### src/source/dcache_pkg.sv
`default_nettype none

package dcache_pkg;

    localparam int ADDR_WIDTH = 32;
    localparam int WORD_WIDTH = 32;

    // line geometry
    localparam int LINE_BYTES = 16;
    localparam int LINE_WIDTH = LINE_BYTES * 8;
    localparam int WORDS_PER_LINE = LINE_WIDTH / WORD_WIDTH;

    // address split is tag | index | offset
    localparam int OFFSET_WIDTH = 4;
    localparam int INDEX_WIDTH = 8;
    localparam int NSET = 1 << INDEX_WIDTH;
    localparam int TAG_WIDTH = ADDR_WIDTH - INDEX_WIDTH - OFFSET_WIDTH;

    localparam int NWAY = 2;

    // tag word is {dirty, valid, tag}
    localparam int TAG_ENTRY_WIDTH = TAG_WIDTH + 2;

    localparam int VB_DEPTH = 4;
    localparam int LFSR_WIDTH = 16;

    // flat view for memory transfers, word view for select and merge
    typedef union packed {
        logic [LINE_WIDTH-1:0] flat;
        logic [WORDS_PER_LINE-1:0][WORD_WIDTH-1:0] words;
    } line_t;

endpackage

`default_nettype wire

### src/source/mem_port.sv
`default_nettype none

module mem_port (
    input  logic                              clk,
    input  logic                              rst,
    input  logic                              refill_req_i,
    input  logic [dcache_pkg::ADDR_WIDTH-1:0] refill_addr_i,
    output logic                              refill_done_o,
    output dcache_pkg::line_t                 refill_line_o,
    input  logic                              vb_empty_i,
    input  logic [dcache_pkg::ADDR_WIDTH-1:0] vb_head_addr_i,
    input  dcache_pkg::line_t                 vb_head_line_i,
    output logic                              vb_pop_o,
    input  logic                              mem_ready_i,
    output logic                              mem_req_o,
    output logic                              mem_we_o,
    output logic [dcache_pkg::ADDR_WIDTH-1:0] mem_addr_o,
    output logic [dcache_pkg::LINE_WIDTH-1:0] mem_wdata_o,
    input  logic                              mem_rvalid_i,
    input  logic [dcache_pkg::LINE_WIDTH-1:0] mem_rdata_i,
    input  logic                              mem_bvalid_i
);
    import dcache_pkg::*;

    typedef enum logic [1:0] {
        st_idle,
        st_refill_wait,
        st_drain_wait
    } state_t;

    state_t                state;
    state_t                next_state;
    logic                  start_refill;
    logic                  start_drain;
    logic [LINE_WIDTH-1:0] sent_line;

    // refill first, drain only when no refill is pending
    assign start_refill = state == st_idle && mem_ready_i && refill_req_i;
    assign start_drain = state == st_idle && mem_ready_i && !refill_req_i && !vb_empty_i;

    assign mem_req_o = start_refill || start_drain;
    assign mem_we_o = !refill_req_i;
    assign mem_addr_o = refill_req_i ? refill_addr_i : vb_head_addr_i;
    assign mem_wdata_o = vb_head_line_i.flat;

    assign refill_done_o = state == st_refill_wait && mem_rvalid_i;
    assign refill_line_o.flat = mem_rdata_i;

    // a store may have rewritten the head while its write was out,
    // then it stays queued and is written again
    assign vb_pop_o = state == st_drain_wait && mem_bvalid_i &&
                      vb_head_line_i.flat == sent_line;

    always_comb begin
        next_state = state;
        case (state)
            st_idle: begin
                if (start_refill) begin
                    next_state = st_refill_wait;
                end else if (start_drain) begin
                    next_state = st_drain_wait;
                end
            end
            st_refill_wait: begin
                if (mem_rvalid_i) begin
                    next_state = st_idle;
                end
            end
            st_drain_wait: begin
                if (mem_bvalid_i) begin
                    next_state = st_idle;
                end
            end
            default: begin
                next_state = st_idle;
            end
        endcase
    end

    always_ff @(posedge clk) begin
        if (rst) begin
            state <= st_idle;
        end else begin
            state <= next_state;
        end
    end

    always_ff @(posedge clk) begin
        if (start_drain) begin
            sent_line <= vb_head_line_i.flat;
        end
    end

endmodule

`default_nettype wire

### config.mk
export PLATFORM = sky130hd
export DESIGN_NAME = mem_port
export DESIGN_NICKNAME = d
export VERILOG_FILES = /design/src/source/dcache_pkg.sv /design/src/source/mem_port.sv
export SDC_FILE = /design/constraint.sdc
export NUM_CORES = 1
export LEC_CHECK = 0
export ABC_AREA = 1
export BUFFER_PORTS_ARGS = -buffer_cell sky130_fd_sc_hd__buf_2
export CAP_MARGIN = 5
export CORE_AREA = 3 3 237 239
export DETAILED_ROUTE_END_ITERATION = 8
export DIE_AREA = 0 0 240 242
export GPL_ROUTABILITY_DRIVEN = 0
export MAX_ROUTING_LAYER = met4
export PLACE_DENSITY_LB_ADDON = 0.05
export REMOVE_ABC_BUFFERS = 1
export SLEW_MARGIN = 10
export SYNTH_ARGS = -nofsm -noshare
export SYNTH_HDL_FRONTEND = slang
export SYNTH_SLANG_ARGS = --single-unit
### constraint.sdc
create_clock -name clk -period 8.7 [get_ports clk]
set_input_delay 0.87 -clock clk [delete_from_list [all_inputs] [get_ports clk]]
set_output_delay 0.87 -clock clk [all_outputs]
set_load 0.005 [all_outputs]
==> reports/results.ini <==
[global_route]
grt_pass1_vias=6044
grt_pass1_wl_um=72100
grt-ovfl-total=0
antenna_found_initial=12
grt_max_degree=73
grtUsageTotal=0.205

[synth]
synth_enable_flop_cells=128
synth_cells=992
synth_top_area_share=0.457
synthFlopType=edfxtp_1
syn_area_per_cell_sq_um=8.47
synth.top_cells.by_count=293 x nand2_1, 256 x buf_4, 128 x edfxtp_1, 118 x inv_1, 86 x nor2_1
synthTopCellsByArea=edfxtp_1 46%, buf_4 23%, nand2_1 13%
synth_area_sq_um=8410
async_flop_share=0
ys_warn_count=0
yosysTopAreaCell=edfxtp_1
synth.most_common_cell=nand2_1
ys_types=23
yosysSeqAreaShare=0.462
ys_seq_elements=130

[cts]
numCtsBuffers=17
clock_sinks=130
clock_latency_ns=0.44
h-tree-depth=4
cts.repair.resized=0
cts_tree=done
clkTransAtPathRegs_ns=0.06
cts_root_buffer=clkbuf_16
clockBufferDepth=2
cts_setup_buffers=0
hold_buffers=0

[pwr]
powerDensity_nw_per_um2=163
p_total_mw=1.57
ir_worst_vdd_uv=111
leakage_nw=4.60

[critical_path]
r2r_cells=6
crit_path_end_kind=output port
worstSetupPathType=in2out
critPathLaunch=refill_req_i
critical_path_arrival_ns=3.27
crit_path_start_kind=input port
rr_endpoint=sent_line[93]
rrSetupSlack_ns=5.96
required_ns=7.83
path_max_fanout=34
r2r_start=state[0]

[detailed_routing]
wl_per_cell_um=32.2
drtIter0Drc=261
dr_total_vias=6241
finalWirelength_um=59000
drc=0
drt.antenna.violating_nets=0
routed_via_density=3.41
drt-pass1-iter-count=4

[run_status]
status=finished, final reports clean

[layout]
regArea_sq_um=3880
synthToLayoutAreaGrowth_pct=15.0
nFillCells=6176
layoutNonFillerInstCount=1832
multiInputGateArea_sq_um=2120
finalInstanceArea_sq_um=9670
drive_above_1_share=0.350
fin_nets=1438

[die]
fp.dieH_um=242
num_io_pins=619
core_area_sq_um=54000
initial_core_util=0.156
num_rows=85
die_area_sq_um=58100
die_x_um=240

[timing]
timing.final.crit_share=0.476
tightest_slew_ns=1.08
setup_viol=0
holdWs_ns=0.522
slew_violations=0
max_slew_margin=0.277
period_minus_slack_ns=4.14
clock_skew_ns=0.00890
final_hold_viol_count=0
setup-tns-final_ns=0
rsz0062_at_grt=false
max_freq_mhz=242

[min_path]
hold_start=state[0]
min_path_type=reg2reg
holdPathEnd=state[0]
hold_depth=2

[placement]
dp.cells=1788
io_buffers=362
place_area_sq_um=9150
place_hpwl_um=52900

[job]
drv_cap=0

[power breakdown]
group / switching (mW) / internal (mW)
registers: 0.00679 / 0.711
logic: 0.122 / 0.0926
clock network: 0.286 / 0.354
[through the flow]
stage / util / worst slack, ns
after CTS: 0.178 / 4.55
after floorplan: - / 4.36
after global routing: 0.179 / 4.35
after global placement: 0.169 / 4.34
final: 0.179 / 4.56
after detailed placement: 0.169 / 4.35
[critical path, cell delays in order]
cell and delay, ns:
buf_2 0.51, clkinv_1 1.05, nand2_1 0.56, nand2_1 0.09, buf_2 0.16
[registers in the layout, summed over array words and instances (netlist names)]
signal     cells
sent_line    128
state          2
[layout by cell type (no fill, tap or decap)]
cell,count
o22ai_1,1
inv_1,117
buf_2,362
xor2_1,16
o211ai_1,1
nand3_1,5
dfxtp_1,2
clkbuf_16,17
clkbuf_1,4
clkinvlp_4,1
nor2_2,3
or2_2,2
buf_4,1
o21ai_0,29
xnor2_1,33
nand2_1,293
o21ai_1,2
nor3_1,2
or2_0,1
edfxtp_1,128
clkinv_1,4
clkinv_2,5
diode_2,14
a21oi_1,3
nor2_1,86
nand4_1,2
inv_2,1
inv_6,1
[worst max path at each step]
stage	slack, ns	cells past startpoint	endpoint
2_1_floorplan	4.36	3	sent_line[0]
3_3_place_gp	4.34	5	sent_line[81]
3_5_place_dp	4.35	5	sent_line[40]
4_1_cts	4.55	5	mem_req_o
5_1_grt	4.35	5	mem_req_o
6_report	4.56	5	mem_req_o
[routing by layer]
layer  track usage  part of all wire
met5             -                 0
met4        0.0279            0.0070
met3         0.274              0.29
met2         0.319              0.45
met1         0.137              0.25
[layout make-up]
| cell class | instances | area share |
|---|---|---|
| antenna | 14 | 0.00362 |
| sequential | 130 | 0.402 |
| tap | 696 | 0.0901 |
| clock inverter | 9 | 0.00453 |
| inverter | 120 | 0.0471 |
| timing repair buffer | 363 | 0.188 |
| clock buffer | 21 | 0.0455 |
| multi-input combinational | 479 | 0.219 |
[cells by family (layout without fill, tap and decap cells)]
group,after synthesis,count (layout),synth area share
compound gates,36,36,0.0219
flops,130,130,0.462
simple gates,394,394,0.179
xor+xnor,49,49,0.0511
other cells,0,14,0
buf+inv,383,513,0.286
(Power assumes the default switching activity.)
